`src/hdl/dlc_pkg.sv`:
```
// Shared sizes of the level-crossing encoder
// Static configuration struct, stream struct and encoder FSM states
package dlc_pkg;

  // Sample, level and packet width
  localparam int SAMPLE_W = 16;

  // Entries per FIFO, also the input credits upstream starts with
  localparam int FIFO_DEPTH = 4;

  // FIFO item count and output credit counter
  localparam int CNT_W = 3;

  // FIFO pointer width, depth is a power of two
  localparam int PTR_W = $clog2(FIFO_DEPTH);

  // Static configuration, held from reset to end of a run
  typedef struct packed {
    logic [3:0] log_wl;     // Level width is 2**log_wl
    logic [3:0] dlvl_bits;  // Delta-level field width, 2..8
    logic [4:0] dt_bits;    // Delta-time width, 2..12
    logic       twos_comp;  // 1: signed chunk, 0: sign-magnitude
  } dlc_cfg_t;

  // Single-word stream beat, used on both sides of the DUT
  typedef struct packed {
    logic                valid;
    logic [SAMPLE_W-1:0] data;
  } dlc_stream_t;

  // Encoder FSM
  // RUN consumes samples, the others emit extra packets
  typedef enum logic [1:0] {
    RUN,       // One sample per cycle
    DLVL_OVF,  // Level jump split into more chunks
    DT_OVF     // Delta-time counter wrapped, send marker packet
  } dlc_state_t;

endpackage

```
`src/hdl/dlc_fifo.sv`:
```
// Synchronous FIFO with registered storage
// Full and empty flags from an item count, no fall-through
module dlc_fifo import dlc_pkg::*; (
  input  logic                clk_i,
  input  logic                rst_ni,
  input  logic                push_i,
  input  logic [SAMPLE_W-1:0] data_i,
  input  logic                pop_i,
  output logic [SAMPLE_W-1:0] data_o,
  output logic                full_o,
  output logic                empty_o
);

  logic [SAMPLE_W-1:0] mem_q [FIFO_DEPTH];
  logic [PTR_W-1:0]    wr_ptr_q;
  logic [PTR_W-1:0]    rd_ptr_q;
  logic [CNT_W-1:0]    count_q;
  logic                do_push;
  logic                do_pop;

  assign full_o  = (count_q == CNT_W'(FIFO_DEPTH));
  assign empty_o = (count_q == '0);

  // Illegal requests are dropped
  assign do_push = push_i && !full_o;
  assign do_pop  = pop_i && !empty_o;

  assign data_o = mem_q[rd_ptr_q];  // Head of queue

  // Pointers wrap on their own, depth is a power of two
  always_ff @(posedge clk_i or negedge rst_ni) begin
    if (!rst_ni) begin
      wr_ptr_q <= '0;
      rd_ptr_q <= '0;
      count_q  <= '0;
    end else begin
      if (do_push) wr_ptr_q <= wr_ptr_q + 1'b1;
      if (do_pop) rd_ptr_q <= rd_ptr_q + 1'b1;
      case ({do_push, do_pop})
        2'b10:   count_q <= count_q + 1'b1;
        2'b01:   count_q <= count_q - 1'b1;
        default: count_q <= count_q;  // Both or neither
      endcase
    end
  end

  // Storage
  always_ff @(posedge clk_i) begin
    if (do_push) begin
      mem_q[wr_ptr_q] <= data_i;
    end
  end

endmodule

```
`src/hdl/dlc_level_detect.sv`:
```
// Level quantizer and current-level register
// Signed delta against the current level, its magnitude and sign
// Crossing flag when the sample sits on another level
module dlc_level_detect import dlc_pkg::*; (
  input  logic                clk_i,
  input  logic                rst_ni,
  input  dlc_cfg_t            cfg_i,
  input  logic [SAMPLE_W-1:0] sample_i,
  input  logic                take_i,
  output logic [SAMPLE_W-1:0] delta_abs_o,
  output logic                dir_o,
  output logic                crossing_o
);

  logic signed [SAMPLE_W-1:0] level;       // Level of the head sample
  logic signed [SAMPLE_W-1:0] curr_lvl_q;  // Last level that was sent
  logic signed [SAMPLE_W-1:0] delta;

  // Arithmetic shift keeps the sign of the sample
  assign level = $signed(sample_i) >>> cfg_i.log_wl;

  // Wraps at 16 bits like the packet fields
  assign delta = level - curr_lvl_q;

  assign dir_o      = delta[SAMPLE_W-1];  // 1 when going down
  assign crossing_o = (delta != '0);

  // Magnitude, two's-complement negate when negative
  always_comb begin
    if (delta[SAMPLE_W-1]) begin
      delta_abs_o = ~delta + 1'b1;
    end else begin
      delta_abs_o = delta;
    end
  end

  // Level moves only on a consumed crossing
  always_ff @(posedge clk_i or negedge rst_ni) begin
    if (!rst_ni) begin
      curr_lvl_q <= '0;
    end else if (take_i && crossing_o) begin
      curr_lvl_q <= level;
    end
  end

endmodule

```
`src/hdl/dlc_encoder.sv`:
```
// Level-crossing encoder FSM
// Delta-time counter, overflow remainder and latched direction
// Packet word in sign-magnitude or two's-complement format
module dlc_encoder import dlc_pkg::*; (
  input  logic                clk_i,
  input  logic                rst_ni,
  input  dlc_cfg_t            cfg_i,
  input  logic                in_empty_i,
  input  logic                out_full_i,
  input  logic [SAMPLE_W-1:0] delta_abs_i,
  input  logic                dir_i,
  input  logic                crossing_i,
  output logic                pop_o,
  output logic                take_o,
  output logic                push_o,
  output logic [SAMPLE_W-1:0] pkt_o
);

  dlc_state_t state_q;
  dlc_state_t state_d;

  logic [SAMPLE_W-1:0] c_q;    // Samples since last packet
  logic [SAMPLE_W-1:0] c_d;
  logic [SAMPLE_W-1:0] rem_q;  // Jump left to send
  logic [SAMPLE_W-1:0] rem_d;
  logic                dir_q;  // Sign of the split jump
  logic                dir_d;

  logic [SAMPLE_W-1:0] max_mag;    // Largest chunk M
  logic [SAMPLE_W-1:0] dt_mask;
  logic [SAMPLE_W-1:0] dlvl_mask;  // Low field of the packet

  // Fields of the packet pushed this cycle
  logic [SAMPLE_W-1:0] pkt_dt;
  logic                pkt_dir;
  logic [SAMPLE_W-1:0] pkt_mag;
  logic [SAMPLE_W-1:0] dt_dir;     // Upper part before the shift
  logic [SAMPLE_W-1:0] field;      // Low part, already masked

  // Masks from bit counts
  assign dlvl_mask = (SAMPLE_W'(1) << cfg_i.dlvl_bits) - 1'b1;
  assign dt_mask   = (SAMPLE_W'(1) << cfg_i.dt_bits) - 1'b1;

  // Signed field loses one bit to the sign
  assign max_mag = cfg_i.twos_comp ?
                   (SAMPLE_W'(1) << (cfg_i.dlvl_bits - 4'd1)) - 1'b1 : dlvl_mask;

  // New samples only in RUN and with room for a packet
  assign pop_o  = (state_q == RUN) && !in_empty_i && !out_full_i;
  assign take_o = pop_o;  // Detector consumes what we pop

  always_comb begin
    state_d = state_q;
    c_d     = c_q;
    rem_d   = rem_q;
    dir_d   = dir_q;
    push_o  = 1'b0;
    pkt_dt  = '0;
    pkt_dir = 1'b0;
    pkt_mag = '0;
    case (state_q)
      RUN: begin
        if (pop_o && crossing_i) begin
          push_o  = 1'b1;      // Same cycle as the pop
          pkt_dt  = c_q;       // First chunk carries the time
          pkt_dir = dir_i;
          c_d     = SAMPLE_W'(1);
          if (delta_abs_i > max_mag) begin
            pkt_mag = max_mag;
            rem_d   = delta_abs_i - max_mag;
            dir_d   = dir_i;
            state_d = DLVL_OVF;
          end else begin
            pkt_mag = delta_abs_i;
          end
        end else if (pop_o) begin
          if (c_q == dt_mask) begin
            state_d = DT_OVF;  // Marker goes out next
          end else begin
            c_d = c_q + 1'b1;
          end
        end
      end
      DLVL_OVF: begin
        if (!out_full_i) begin
          push_o  = 1'b1;
          pkt_dir = dir_q;     // dt stays 0
          if (rem_q > max_mag) begin
            pkt_mag = max_mag;
            rem_d   = rem_q - max_mag;
          end else begin
            pkt_mag = rem_q;   // Last chunk
            rem_d   = '0;
            state_d = RUN;
          end
        end
      end
      DT_OVF: begin
        if (!out_full_i) begin
          push_o  = 1'b1;
          pkt_dt  = dt_mask;   // Zero delta, full dt
          c_d     = SAMPLE_W'(1);
          state_d = RUN;
        end
      end
      default: state_d = RUN;
    endcase
  end

  // Packet word, truncated to SAMPLE_W
  always_comb begin
    if (cfg_i.twos_comp) begin
      dt_dir = pkt_dt;
      field  = (pkt_dir ? (~pkt_mag + 1'b1) : pkt_mag) & dlvl_mask;
    end else begin
      dt_dir = {pkt_dt[SAMPLE_W-2:0], pkt_dir};  // Direction just above the field
      field  = pkt_mag & dlvl_mask;
    end
    pkt_o = (dt_dir << cfg_i.dlvl_bits) | field;
  end

  always_ff @(posedge clk_i or negedge rst_ni) begin
    if (!rst_ni) begin
      state_q <= RUN;
      c_q     <= '0;
      rem_q   <= '0;
      dir_q   <= 1'b0;
    end else begin
      state_q <= state_d;
      c_q     <= c_d;
      rem_q   <= rem_d;
      dir_q   <= dir_d;
    end
  end

endmodule

```
`src/hdl/dlc_credit_tx.sv`:
```
// Output credit counter
// Drains the output FIFO, one registered packet per credit
module dlc_credit_tx import dlc_pkg::*; (
  input  logic                clk_i,
  input  logic                rst_ni,
  input  logic                fifo_empty_i,
  input  logic [SAMPLE_W-1:0] fifo_data_i,
  input  logic                out_credit_i,
  output logic                fifo_pop_o,
  output dlc_stream_t         out_o
);

  logic [CNT_W-1:0]    credit_q;  // Packets downstream can take
  logic                credit_add;
  logic                valid_q;
  logic [SAMPLE_W-1:0] data_q;

  // Saturate at the counter top
  assign credit_add = out_credit_i && !(&credit_q);
  assign fifo_pop_o = (credit_q != '0) && !fifo_empty_i;

  always_ff @(posedge clk_i or negedge rst_ni) begin
    if (!rst_ni) begin
      credit_q <= '0;  // Downstream grants first
      valid_q  <= 1'b0;
    end else begin
      valid_q <= fifo_pop_o;
      case ({credit_add, fifo_pop_o})
        2'b10:   credit_q <= credit_q + 1'b1;
        2'b01:   credit_q <= credit_q - 1'b1;
        default: credit_q <= credit_q;
      endcase
    end
  end

  always_ff @(posedge clk_i) begin
    if (fifo_pop_o) data_q <= fifo_data_i;
  end

  assign out_o.valid = valid_q;
  assign out_o.data  = data_q;

endmodule

```
`src/hdl/dlc_top.sv`:
```
// Level-crossing encoder top
// Input and output FIFOs, detector, encoder and output credit logic
// Input credit returned one cycle after each pop
module dlc_top import dlc_pkg::*; (
  input  logic        clk_i,
  input  logic        rst_ni,
  input  dlc_cfg_t    cfg_i,
  input  dlc_stream_t in_i,
  output logic        in_credit_o,
  output dlc_stream_t out_o,
  input  logic        out_credit_i
);

  logic [SAMPLE_W-1:0] sample;       // Head of input FIFO
  logic                in_empty;
  logic                enc_pop;
  logic                enc_take;
  logic [SAMPLE_W-1:0] delta_abs;
  logic                dir;
  logic                crossing;
  logic                enc_push;
  logic [SAMPLE_W-1:0] pkt;
  logic                out_full;
  logic                out_empty;
  logic [SAMPLE_W-1:0] out_head;
  logic                tx_pop;

  dlc_fifo in_fifo (
    .clk_i, .rst_ni,
    .push_i (in_i.valid), .data_i (in_i.data), .pop_i (enc_pop),
    .data_o (sample), .full_o (), .empty_o (in_empty)  // Credits prevent overflow
  );

  dlc_level_detect level_detect_inst (
    .clk_i, .rst_ni, .cfg_i,
    .sample_i (sample), .take_i (enc_take),
    .delta_abs_o (delta_abs), .dir_o (dir), .crossing_o (crossing)
  );

  dlc_encoder encoder_inst (
    .clk_i, .rst_ni, .cfg_i,
    .in_empty_i (in_empty), .out_full_i (out_full),
    .delta_abs_i (delta_abs), .dir_i (dir), .crossing_i (crossing),
    .pop_o (enc_pop), .take_o (enc_take), .push_o (enc_push), .pkt_o (pkt)
  );

  dlc_fifo out_fifo (
    .clk_i, .rst_ni,
    .push_i (enc_push), .data_i (pkt), .pop_i (tx_pop),
    .data_o (out_head), .full_o (out_full), .empty_o (out_empty)
  );

  dlc_credit_tx credit_tx_inst (
    .clk_i, .rst_ni,
    .fifo_empty_i (out_empty), .fifo_data_i (out_head), .out_credit_i,
    .fifo_pop_o (tx_pop), .out_o
  );

  // Freed input slot goes back upstream
  always_ff @(posedge clk_i or negedge rst_ni) begin
    if (!rst_ni) in_credit_o <= 1'b0;
    else         in_credit_o <= enc_pop;
  end

endmodule

```
`config.mk`:
```
export PLATFORM = sky130hd
export DESIGN_NAME = dlc_top
export DESIGN_NICKNAME = d
export VERILOG_FILES = /design/src/hdl/dlc_pkg.sv /design/src/hdl/dlc_fifo.sv /design/src/hdl/dlc_level_detect.sv /design/src/hdl/dlc_encoder.sv /design/src/hdl/dlc_credit_tx.sv /design/src/hdl/dlc_top.sv
export SDC_FILE = /design/constraint.sdc
export NUM_CORES = 1
export LEC_CHECK = 0
export ABC_AREA = 1
export BUFFER_PORTS_ARGS = -buffer_cell sky130_fd_sc_hd__buf_2
export CORE_ASPECT_RATIO = 1.25
export CORE_MARGIN = 3
export CORE_UTILIZATION = 35
export DETAILED_ROUTE_END_ITERATION = 8
export SKIP_LAST_GASP = 1
export SYNTH_ARGS = -nofsm -noshare
export SYNTH_HDL_FRONTEND = slang
export SYNTH_SLANG_ARGS = --single-unit
```
`constraint.sdc`:
```
create_clock -name clk_i -period 7.44 [get_ports clk_i]
set_input_delay 1.488 -clock clk_i [delete_from_list [all_inputs] [get_ports clk_i]]
set_output_delay 1.488 -clock clk_i [all_outputs]
set_load 0.005 [all_outputs]
```
### Word-level counts from Yosys, hierarchy flattened

Memories as Yosys holds them, arrays and structs flattened. A register that Yosys moved wholly into a read port is not among the register bits.
Index checks and enable logic that the tools add are counted.

* register bits: 70
* latch bits: 0
* bits in writable memories: 128
* bits in read-only memories: 0
* input bits: 34
* output and inout port bits: 18
* logic and storage cells: 142
* memories: 2

* add/sub/neg operators: 20
* multiply operators: 0
* div/mod/pow operators: 0
* $lt $le $gt $ge: 2
* equal/unequal tests: 20
* shift-type cells: 5
* multiplexer cells: 44
* bitwise gates (word level): 5
* reductions and logical operators: 30

Memory list
* in_fifo.mem_q: words 4, width 16, read ports 1, clocked after Yosys merged registers in 0, wr ports 1, line dlc_fifo.sv:14 `logic [SAMPLE_W-1:0] mem_q [FIFO_DEPTH];`
* out_fifo.mem_q: words 4, width 16, read ports 1, clocked after Yosys merged registers in 1, wr ports 1, line dlc_fifo.sv:14

Operator list (count)
* 16-bit two-way mux: 19
* 16-bit one-hot mux with 2 select lines: 4
* 16-bit by 1-bit adder with 16-bit output (second input constant): 3
* 16-bit by 1-bit subtractor with 16-bit output (second input constant): 3
* 16-bit subtractor: 3
* 16-bit bitwise AND: 2
* 16-bit > comparator: 2
* 16-bit inverter: 2
* 1-bit by 4-bit left shift with 16-bit output (first input constant): 2
* 3-bit one-hot mux with 2 select lines: 3
* 16-bit == test: 1
* 16-bit bitwise OR: 1
* 16-bit nonzero test: 1
* 1-bit by 5-bit left shift with 16-bit output (first input constant): 1
* 16-bit by 4-bit left shift with 16-bit output: 1
* 16-bit by 4-bit >>> shifter with 16-bit output: 1
* 2-bit two-way mux: 7
* 3-bit != test (second input constant): 4
* 2-bit != test (second input constant): 5
* 2-bit nonzero test: 5
* 3-bit by 1-bit adder with 3-bit output (second input constant): 3
* 1-bit logical AND: 9
* 3-bit by 1-bit subtractor with 3-bit output (second input constant): 3
* 2-bit by 1-bit adder with 2-bit output (second input constant): 4
* other kinds (15): 37

### Logic depth before layout (Yosys ltp)

Gate-level depths: netlist of run 1.
An unclocked memory read counts as a cell.

* depth after elaboration: 16
* depth in mapped cells: 53
* depth with buffers taken out: 51

### Modules after synthesis

Synthesis of run 1 repeated with hierarchy kept, for this count alone.

* cell total of the unflattened synthesis: 2119
* area total of the unflattened synthesis: 16089.2 sq um

By module, submodules not included
* dlc_encoder: times used 1, cells an instance 1082, area an instance 6322.3 sq um, seq. area each 875.8 sq um
* dlc_fifo at in_fifo: times used 1, cells an instance 248, area an instance 3198.1 sq um, seq. area each 2097.0 sq um
* dlc_fifo at out_fifo: times used 1, cells an instance 248, area an instance 3022.9 sq um, seq. area each 2097.0 sq um
* dlc_level_detect: times used 1, cells an instance 499, area an instance 2816.5 sq um, seq. area each 400.4 sq um
* dlc_credit_tx: times used 1, cells an instance 41, area an instance 704.4 sq um, seq. area each 580.6 sq um
* dlc_top: times used 1, cells an instance 1, area an instance 25.0 sq um, seq. area each 25.0 sq um

### Least setup slack after synthesis of run 1

Ideal clock, no wire load.

* kind: input -> register
* start: input port cfg_i[10] (netlist name)
* end: memory out_fifo.mem_q[0][14], data pin
* library setup time: 0.267 ns
* arrival time: 6.463 ns
* required time: 7.173 ns
* setup slack: 0.710 ns
* stages on the path: 39
* buffers on the path: 2
* cell sequence: inv_1 > clkbuf_1 > a31oi_1 > nand2_1 > o21ai_0 > o21ai_0 > a21oi_1 > ha_1 > fa_1 > ha_1 > inv_1 > nor2_1 > nand3_1 > nor2_1 > nand3_1 > nor2_4 > nand2_1 > nand2_1 > (+3 left out) > nand4_1 > inv_1 > a21oi_1 > nand2_1 > nand2_1 > buf_2 > nand2_1 > nand4_1 > nand2_1 > inv_2 > ha_1 > nand3_1 > o21ai_2 > nand2_2 > a21oi_2 > nand3_1 > nand3_1 > nand2_1

* longest elaborated chain between the ends: 15
* elaborated cells between the ends (all ways): 24
* those cells by class: add/sub: 3; order compare: 1; shift: 2; mux: 11; bitwise: 5; reduce/logical: 2

Ends and longest elaborated chain
* start: declaration: line dlc_top.sv:7 `input dlc_cfg_t cfg_i,`
* 16-bit by 4-bit >>> shifter with 16-bit output *: line dlc_level_detect.sv:20 `assign level = $signed(sample_i) >>> cfg_i.log_wl;`
* 16-bit subtractor *: line dlc_level_detect.sv:23 `assign delta = level - curr_lvl_q;`
* 16-bit inverter: line dlc_level_detect.sv:31 `delta_abs_o = ~delta + 1'b1;`
* 16-bit by 1-bit adder with 16-bit output: line dlc_level_detect.sv:31
* 16-bit two-way mux: line dlc_level_detect.sv:30 `if (delta[SAMPLE_W-1]) begin`
* 16-bit > comparator: line dlc_encoder.sv:68 `if (delta_abs_i > max_mag) begin`
* 16-bit two-way mux: line dlc_encoder.sv:68
* 16-bit two-way mux: line dlc_encoder.sv:63 `if (pop_o && crossing_i) begin`
* 16-bit one-hot mux with 2 select lines: line dlc_encoder.sv:61 `case (state_q)`
* 16-bit inverter: line dlc_encoder.sv:114 `field = (pkt_dir ? (~pkt_mag + 1'b1) : pkt_mag) & dlvl_mask;`
* 16-bit by 1-bit adder with 16-bit output: line dlc_encoder.sv:114
* 16-bit two-way mux: line dlc_encoder.sv:114
* 16-bit bitwise AND: line dlc_encoder.sv:114
* 16-bit two-way mux: line dlc_encoder.sv:112 `if (cfg_i.twos_comp) begin`
* 16-bit bitwise OR *: line dlc_encoder.sv:119 `pkt_o = (dt_dir << cfg_i.dlvl_bits) | field;`
* named net encoder_inst.pkt_o[14]: line dlc_encoder.sv:16 `output logic [SAMPLE_W-1:0] pkt_o`
* end: declaration: line dlc_fifo.sv:14

The timed path passes the listed nets; every way through them passes the cells marked *.

### Worst setup path in the final report of run 1

* start: input port cfg_i[10] (netlist name)
* end: memory out_fifo.mem_q[3][14], data pin

* longest elaborated chain between the ends: 15
* elaborated cells between the ends (all ways): 24
* those cells by class: add/sub: 3; order compare: 1; shift: 2; mux: 11; bitwise: 5; reduce/logical: 2

Ends and longest elaborated chain
* 16-bit by 4-bit >>> shifter with 16-bit output *: line dlc_level_detect.sv:20
* named net level_detect_inst.level[2]: line dlc_level_detect.sv:15 `logic signed [SAMPLE_W-1:0] level;`
* 16-bit subtractor *: line dlc_level_detect.sv:23
* 16-bit inverter: line dlc_level_detect.sv:31
* 16-bit by 1-bit adder with 16-bit output: line dlc_level_detect.sv:31
* 16-bit two-way mux: line dlc_level_detect.sv:30
* 16-bit > comparator: line dlc_encoder.sv:68
* 16-bit two-way mux: line dlc_encoder.sv:68
* 16-bit two-way mux: line dlc_encoder.sv:63
* 16-bit one-hot mux with 2 select lines: line dlc_encoder.sv:61
* 16-bit inverter: line dlc_encoder.sv:114
* 16-bit by 1-bit adder with 16-bit output: line dlc_encoder.sv:114
* 16-bit two-way mux: line dlc_encoder.sv:114
* 16-bit bitwise AND: line dlc_encoder.sv:114
* 16-bit two-way mux: line dlc_encoder.sv:112
* 16-bit bitwise OR *: line dlc_encoder.sv:119
* named net encoder_inst.pkt_o[14]: line dlc_encoder.sv:16

Marked as above.

==> results.cfg, run 1 <==
[critical_path]
cp.arrival_ns = 7.09
cp_num_buf_inv = 8
critPathRequiredTime_ns = 7.69
start_kind = input pin
cp_common_cell = nand2_1
cpMaxStageDelayCell = o311ai_0
path_delay_family = compound AO/OA/AOI/OAI gates
cp_max_fo = 15
end_kind = flip-flop
crit_path_max_incr_delay_ns = 0.37
worstSetupPathType = input pin to flip-flop

[clocking]
root_buffer = clkbuf_16
cts.sinks = 214
numCtsBuffers = 24
cts_tree = yes
path_clk_slew_ns = 0.06
clockBufferDepth = 3
htree_num_levels = 1
clkLatencyLatePin_ns = 0.55
post_cts_buffers = 0

[timing]
hold_viol = 0
setup_tns_ns = 0
fmax_mhz = 146
max_slew_margin_pct = 31.1
fin_skew_ns = 0.0340
setup_viol = 0
finalCritPeriodShare_pct = 91.8
slew_viol_final = 0
period_minus_slack_ns = 6.83
rsz0062_at_grt = no
worst_pin_slew_ns = 1.03

[cells_and_area]
final_area_sq_um = 17700
final_cell_mix = nand2_1 (558), inv_1 (226), nand3_1 (221)
final_common_cell = nand2_1
antenna_cells = 0
fillerInstances = 4562
drive_above_1_share_pct = 12.0
nets = 2310
synthToLayoutAreaGrowth_pct = 13.1

[outcome]
outcome = completed

[global_routing]
grt_pass1_vias = 14300
antenna_found_initial = 1
grtUsageTotal_pct = 18.9
grt_overflow = 0
grt_pass1_wl_microns = 73500
grt_max_degree = 71

[floorplan]
core_sq_um = 44200
start_util_pct = 35.5
rows = 86
die_h_microns = 243
die_w_microns = 195
die_area_sq_um = 47400
ios = 52

[yosys]
synth-seq-cells = 214
synth_edf_count = 144
yosys_warnings = 0
synthesis.instances = 2111
async_flop_share_pct = 32.7
synthFlopType = edfxtp_1
ys_seq_area_share_pct = 38.7
syn_area_sq_um = 15700
avgSynthCellArea_sq_um = 7.43
ys_types = 58

[route]
routedWlPerCell_microns = 16.4
vias = 14600
dr_wl_met2_microns = 23400
routed_wl_microns = 45700
wl_met1_microns = 18500
drt_iter0_markers = 917
firstDrtPassIters = 5
route.met3.wl_microns = 1900
ant_nets = 0
top_layer = met5
via_per_inst = 5.24
drc = 0

[place]
portBuffers = 51
place_hpwl_microns = 35200
gp_congestion = 0.958
dpl_cell_area_sq_um = 16900

[flow_run]
drv_cap = 0

[worst_hold_path]
hold_path.class = flip-flop to flip-flop
-- layout make-up --
cell class | instances | area [sq um] | share of cell area [%]
clock buffer | 24 | 601 | 3.39
timing repair buffer | 129 | 856 | 4.82
clock inverter | 17 | 186 | 1.05
multi-input combinational | 1578 | 8350 | 47.1
timing repair inverter | 1 | 7.51 | 0.0423
sequential | 214 | 6080 | 34.2
inverter | 252 | 950 | 5.35
tap | 572 | 716 | 4.03
-- timing repair --
item / 4_1_cts / 5_1_grt
setup endpoints to repair: 0 / 28
hold buffers: 0 / 0
gates resized for setup: 0 / 7
-- synthesized netlist by cell type, types with 6 or more instances --
| library cell | count | area (sq um) |
|---|---|---|
| nand2_1 | 558 | 2090 |
| inv_1 | 227 | 852 |
| nand3_1 | 221 | 1110 |
| nor2_1 | 179 | 672 |
| o21ai_0 | 148 | 741 |
| edfxtp_1 | 144 | 4320 |
| a21oi_1 | 80 | 400 |
| dfrtp_1 | 70 | 1750 |
| ha_1 | 70 | 876 |
| xor2_1 | 44 | 385 |
| clkbuf_1 | 33 | 124 |
| o22ai_1 | 32 | 200 |
| o21ai_1 | 29 | 145 |
| nor3_1 | 25 | 125 |
| inv_2 | 23 | 86.3 |
| buf_2 | 18 | 90.1 |
| nand2_2 | 18 | 113 |
| nand4_1 | 15 | 93.8 |
| nand3_2 | 14 | 140 |
| a31oi_1 | 13 | 81.3 |
| xnor2_1 | 13 | 114 |
| a32o_1 | 12 | 120 |
| nor2_2 | 11 | 68.8 |
| o211ai_1 | 11 | 82.6 |
| or2_2 | 9 | 56.3 |
| buf_1 | 7 | 26.3 |
| nor2_4 | 7 | 78.8 |
| fa_1 | 6 | 120 |
| o21ai_2 | 6 | 52.6 |
-- path summary, 6_finish.rpt --
kind                                              end                       start  slack (ns)  cells after the start
max reg2reg                     out_fifo.mem_q[3][14]         in_fifo.rd_ptr_q[1]        0.76                     44
max in group asynchronous      encoder_inst.rem_q[11]                      rst_ni        5.64                      1
min                        credit_tx_inst.credit_q[0]  credit_tx_inst.credit_q[0]        0.48                      1
max                             out_fifo.mem_q[3][14]                   cfg_i[10]        0.61                     42
min in group asynchronous  credit_tx_inst.credit_q[1]                      rst_ni        1.11                      1
min reg2reg                credit_tx_inst.credit_q[0]  credit_tx_inst.credit_q[0]        0.48                      1
-- cells by family (layout without fill, tap and decap cells) --
family                   count (synthesis)  count (layout)  synth area share [%]
XOR/XNOR                                57              57                  3.18
buffers and inverters                  320             423                  8.16
flip-flops                             214             214                  38.7
AO/OA/AOI/OAI                          362             362                  13.3
adder cells (fa/ha/maj)                 76              76                  6.35
AND/OR/NAND/NOR                       1081            1081                  30.3
other                                    1               2                0.0239
-- registers in the layout, summed over array words and instances (netlist names) --
register and flops:
credit_tx_inst.credit_q 3, credit_tx_inst.data_q 16, credit_tx_inst.valid_q 1, encoder_inst.c_q 16, encoder_inst.dir_q 1, encoder_inst.rem_q 16, encoder_inst.state_q 2, in_credit_o 1
in_fifo.count_q 3, in_fifo.mem_q 64, in_fifo.rd_ptr_q 2, in_fifo.wr_ptr_q 2, level_detect_inst.curr_lvl_q 16, out_fifo.count_q 3, out_fifo.mem_q 64, out_fifo.rd_ptr_q 2
out_fifo.wr_ptr_q 2
-- routing by layer --
layer,up-vias,track usage (%)
li1,7261,-
met1,6849,21.7
met2,367,35.4
met3,116,2.32
met4,2,7.09
met5,-,0
-- metrics by stage --
step | util [%] | std cells | hold WS (ns) | setup WS [ns]
after floorplan | - | 2112 | 0.446 | 0.710
after global placement | 38.3 | 2745 | 0.468 | 0.147
after detailed placement | 38.3 | 2745 | 0.475 | 0.0430
after CTS | 40.1 | 2786 | 0.483 | 0.603
after global routing | 40.1 | 2787 | 0.507 | 0.0256
final | 40.1 | 2787 | 0.477 | 0.607
Power of run 1 is left out: the tool's default activity adds up to more than one toggle a clock period on the data nets, which glitch-free logic cannot reach.
==> run 2, diff against run 1 <==
- CTS_BUF_LIST: default -> sky130_fd_sc_hd__clkbuf_4
- MAX_ROUTING_LAYER: default -> met4
==> run 2 against run 1 <==
  * Critical path depth shrank 2
  * Clock skew up 0.046 ns
  * Fmax up 1.2%
  * Cell area shrank 0.17%
  * Flip-flop and latch count is the same
  * First-iteration DRC count is 11% lower
  * Die area did not move
  * Critical endpoint is now out_fifo.mem_q[0][14]
  * Highest routed layer is now met4
==> results.cfg, run 2 (synthesis gave the netlist of run 1 again) <==
[timing]
period_minus_slack_ns = 6.75
slew_viol_final = 0
hold_viol = 0
worst_pin_slew_ns = 1.05
finalCritPeriodShare_pct = 90.8
rsz0062_at_grt = no
setup_tns_ns = 0
fin_skew_ns = 0.0797
fmax_mhz = 148
max_slew_margin_pct = 30.3
setup_viol = 0

[critical_path]
worstSetupPathType = input pin to flip-flop
end_kind = flip-flop
critPathRequiredTime_ns = 7.91
cpMaxStageDelayCell = fa_1
cp.arrival_ns = 7.23
cp_common_cell = nand2_1
crit_path_max_incr_delay_ns = 0.53
start_kind = input pin
cp_max_fo = 15

[global_routing]
antenna_found_initial = 4
grt_max_degree = 71
grt_use_met1_pct = 22.0
grt.busiest_layer = met2
gr-usage-met3_pct = 3.01
grt_use_met2_pct = 35.2
grt_overflow = 0
grt_pass1_vias = 14500
grtUsageTotal_pct = 20.0
grt_pass1_wl_microns = 74700

[place]
portBuffers = 51
place_hpwl_microns = 35100
gp_congestion = 0.964

[clocking]
cts.sinks = 214
clkLatencyLatePin_ns = 0.81
htree_num_levels = 2
numCtsBuffers = 55
post_cts_buffers = 0
clockBufferDepth = 3
root_buffer = clkbuf_4
cts_tree = yes
cts_hold_buf = 0
path_clk_slew_ns = 0.07

[cells_and_area]
register_area_sq_um = 6080
nets = 2342
drive_above_1_share_pct = 13.8
largestRegisters = in_fifo.mem_q: 64 flops, out_fifo.mem_q: 64 flops
synthToLayoutAreaGrowth_pct = 12.9
multi_input_area_sq_um = 8350
final_cell_mix = nand2_1 (558), inv_1 (227), nand3_1 (221)
final_common_cell = nand2_1
final_util_pct = 40.0
fillerInstances = 4593

[route]
drc = 0
via_per_inst = 5.14
routedWlPerCell_microns = 16.3
routed_wl_microns = 46400
drt_iter0_markers = 819
ant_nets = 0
vias = 14700
firstDrtPassIters = 6

[flow_run]
drv_cap = 0

[floorplan]
rows = 86
die_area_sq_um = 47400
start_util_pct = 35.5
die_w_microns = 195
die_h_microns = 243
core_sq_um = 44200
ios = 52

[outcome]
outcome = completed

[worst_hold_path]
hold_path.class = flip-flop to flip-flop
==> run 2: cell count changes in the layout (fill, tap and decap cells not counted), moves of 4 or more <==
cell,change
clkinv_1,+8
clkinvlp_4,-4
diode_2,+6
clkbuf_4,+77
clkbuf_16,-24
==> run 2: cell type report <==
cell class | count | area share (%)
sequential | 214 | 34.3
clock buffer | 77 | 3.26
antenna | 6 | 0.0848
inverter | 252 | 5.38
clock inverter | 21 | 0.805
multi-input combinational | 1578 | 47.1
timing repair buffer | 131 | 4.99
tap | 572 | 4.04
==> run 2: worst max-delay path, delay by kind of cell <==
family	cells	cell delay [ns]
adder cells (fa/ha/maj)	5	1.41
AND/OR/NAND/NOR	19	2.02
XOR/XNOR	1	0.21
AO/OA/AOI/OAI	8	1.15
buffers and inverters	7	0.93
==> run 2: routing by layer <==
layer  vias to the layer above  wire length (microns)
met1                      6817                  18900
met5                         -                      0
li1                       7362                      -
met2                       352                  23600
met3                       124                   1780
met4                         0                   2120
==> run 2: repair_timing <==
item,in CTS,in global routing
resized for setup,0,12
hold endpoints to repair,0,0
endpoints found under the setup margin,0,44
==> run 2: metrics by stage <==
| step | cells | hold WS, ns | area, sq um | worst slack, ns |
|---|---|---|---|---|
| after CTS | 2845 | 0.477 | 17700 | 0.564 |
| after floorplan | 2112 | 0.446 | 15700 | 0.710 |
| final | 2851 | 0.470 | 17700 | 0.686 |
| after detailed placement | 2747 | 0.463 | 17000 | 0.00714 |
| after global routing | 2851 | 0.491 | 17700 | 0.00485 |
| after global placement | 2747 | 0.468 | 17000 | 0.166 |
==> run 2: final timing paths <==
path	cells after the start	startpoint	slack [ns]	end
max	40	cfg_i[10]	0.69	out_fifo.mem_q[0][14]
max reg2reg	44	in_fifo.rd_ptr_q[0]	0.77	out_fifo.mem_q[0][14]
min in group asynchronous	1	rst_ni	0.85	out_fifo.count_q[0]
min	1	credit_tx_inst.credit_q[0]	0.47	credit_tx_inst.credit_q[0]
max in group asynchronous	1	rst_ni	5.83	encoder_inst.rem_q[7]
min reg2reg	1	credit_tx_inst.credit_q[0]	0.47	credit_tx_inst.credit_q[0]
Power of run 2 is left out for the same reason.
==> run 3, diff against run 2 <==
- MAX_ROUTING_LAYER: met4 -> default
==> run 3 against run 2 <==
  * Routed wire length fell by 0.74%
  * Critical path depth rose by 3
  * Final cell count is 0.25% higher
  * Flip-flop and latch count unchanged
  * Fmax rose by 0.20%
  * Non-clock buffer count fell by 2
  * Cell area grew 0.11%
  * Die area did not move
  * Sequential share of layout area barely moved
  * Hold slack better by 0.0079 ns
  * Via count rose by 0.60%
==> results.cfg, run 3 (synthesis gave the netlist of run 1 again) <==
[outcome]
outcome = completed

[timing]
hold_viol = 0
setup_slack_ns = 0.699
period_minus_slack_ns = 6.74
fmax_mhz = 148
finalCritPeriodShare_pct = 90.6
worst_pin_slew_ns = 1.03
setup_viol = 0
slew_viol_final = 0
rsz0062_at_grt = no
fin_skew_ns = 0.0850
setup_tns_ns = 0
max_slew_margin_pct = 31.7

[flow_run]
drv_cap = 0

[critical_path]
critPathRequiredTime_ns = 7.92
r2r_cells = 43
start_kind = flip-flop
end_kind = flip-flop
cp_max_fo = 25
r2r_end = out_fifo.mem_q[3][10]
crit_path_max_incr_delay_ns = 0.38
rrSetupSlack_ns = 0.70
cp.arrival_ns = 7.22
cp_common_cell = nand2_1
worst_r2r_startpoint = in_fifo.rd_ptr_q[0]
cpMaxStageDelayCell = o311ai_0
worstSetupPathType = flip-flop to flip-flop

[global_routing]
grt_pass1_wl_microns = 74300
grt_overflow = 0
grtUsageTotal_pct = 19.2
grt_max_degree = 71
grt_pass1_vias = 14600
antenna_found_initial = 3

[route]
firstDrtPassIters = 7
routedWlPerCell_microns = 16.1
routed_wl_microns = 46100
drt_iter0_markers = 962
ant_nets = 0
drc = 0
vias = 14700
via_per_inst = 5.16

[clocking]
htree_num_levels = 2
path_clk_slew_ns = 0.06
clkLatencyLatePin_ns = 0.82
cts_hold_buf = 0
numCtsBuffers = 59
cts_tree = yes
cts.sinks = 214
root_buffer = clkbuf_4
clockBufferDepth = 3

[cells_and_area]
final_cell_mix = nand2_1 (558), inv_1 (227), nand3_1 (221)
synthToLayoutAreaGrowth_pct = 13.0
largestRegisters = in_fifo.mem_q: 64 flops, out_fifo.mem_q: 64 flops
drive_above_1_share_pct = 14.2
nets = 2344
final_util_pct = 40.1
final_common_cell = nand2_1

[worst_hold_path]
hold_start = credit_tx_inst.credit_q[0]
hold_path_depth = 1
hold_path.class = flip-flop to flip-flop
min_to = credit_tx_inst.credit_q[0]

[floorplan]
die_w_microns = 195
core_sq_um = 44200
rows = 86
ios = 52
start_util_pct = 35.5
die_h_microns = 243
die_area_sq_um = 47400

[place]
place_hpwl_microns = 35200
gp_congestion = 0.958
place_worst_setup_slack_ns = 0.0430
portBuffers = 51
==> run 3: worst max-delay path by stage <==
stage	startpoint	to	slack (ns)	cells past startpoint
after global routing	in_fifo.rd_ptr_q[0]	out_fifo.mem_q[1][12]	0.01	45
final	in_fifo.rd_ptr_q[0]	out_fifo.mem_q[3][10]	0.70	43
after floorplan	cfg_i[10]	out_fifo.mem_q[0][14]	0.71	39
after detailed placement	cfg_i[10]	out_fifo.mem_q[2][14]	0.04	40
after CTS	in_fifo.rd_ptr_q[1]	out_fifo.mem_q[2][14]	0.65	42
after global placement	cfg_i[10]	out_fifo.mem_q[3][14]	0.15	40
==> run 3: final cells by class <==
cell class,instances,area (sq um)
Clock inverter,24,134
Sequential cell,214,6080
Inverter,252,950
Clock buffer,86,646
Antenna cell,3,7.51
Multi-Input combinational cell,1578,8350
Fill cell,4607,26500
Tap cell,572,716
Timing Repair Buffer,129,856
==> run 3: worst max-delay path: cells and delay by family, from the launching register on <==
kind / cells / cell delay, ns
AOI/OAI and AO/OA: 8 / 1.61
xor gates and xnor gates: 1 / 0.21
adders and majority gates: 3 / 0.83
buffers and inverters: 7 / 1.12
DFF: 1 / 0.36
and+or+nand+nor: 24 / 2.31
==> run 3: routing by layer <==
metal	global-route usage, %	wire length [microns]	part of all wire, %
met1	21.6	18500	40
met2	35.6	23600	51
met3	3.22	2020	4.4
met4	8.24	1910	4.2
met5	0	13	0.028
==> run 3: timing repair <==
action,in CTS,in global routing
buffers inserted,0,0
resized for setup,0,4
setup endpoints to repair,0,24
endpoints found under the hold margin,0,0
==> run 3: through the flow <==
stage	hold WS, ns	instance area (sq um)	cells
after floorplan	0.446	15700	2112
after global routing	0.508	17700	2858
final	0.478	17700	2858
after CTS	0.485	17700	2855
after global placement	0.468	16900	2745
after detailed placement	0.475	16900	2745
Power of run 3 is left out for the same reason.
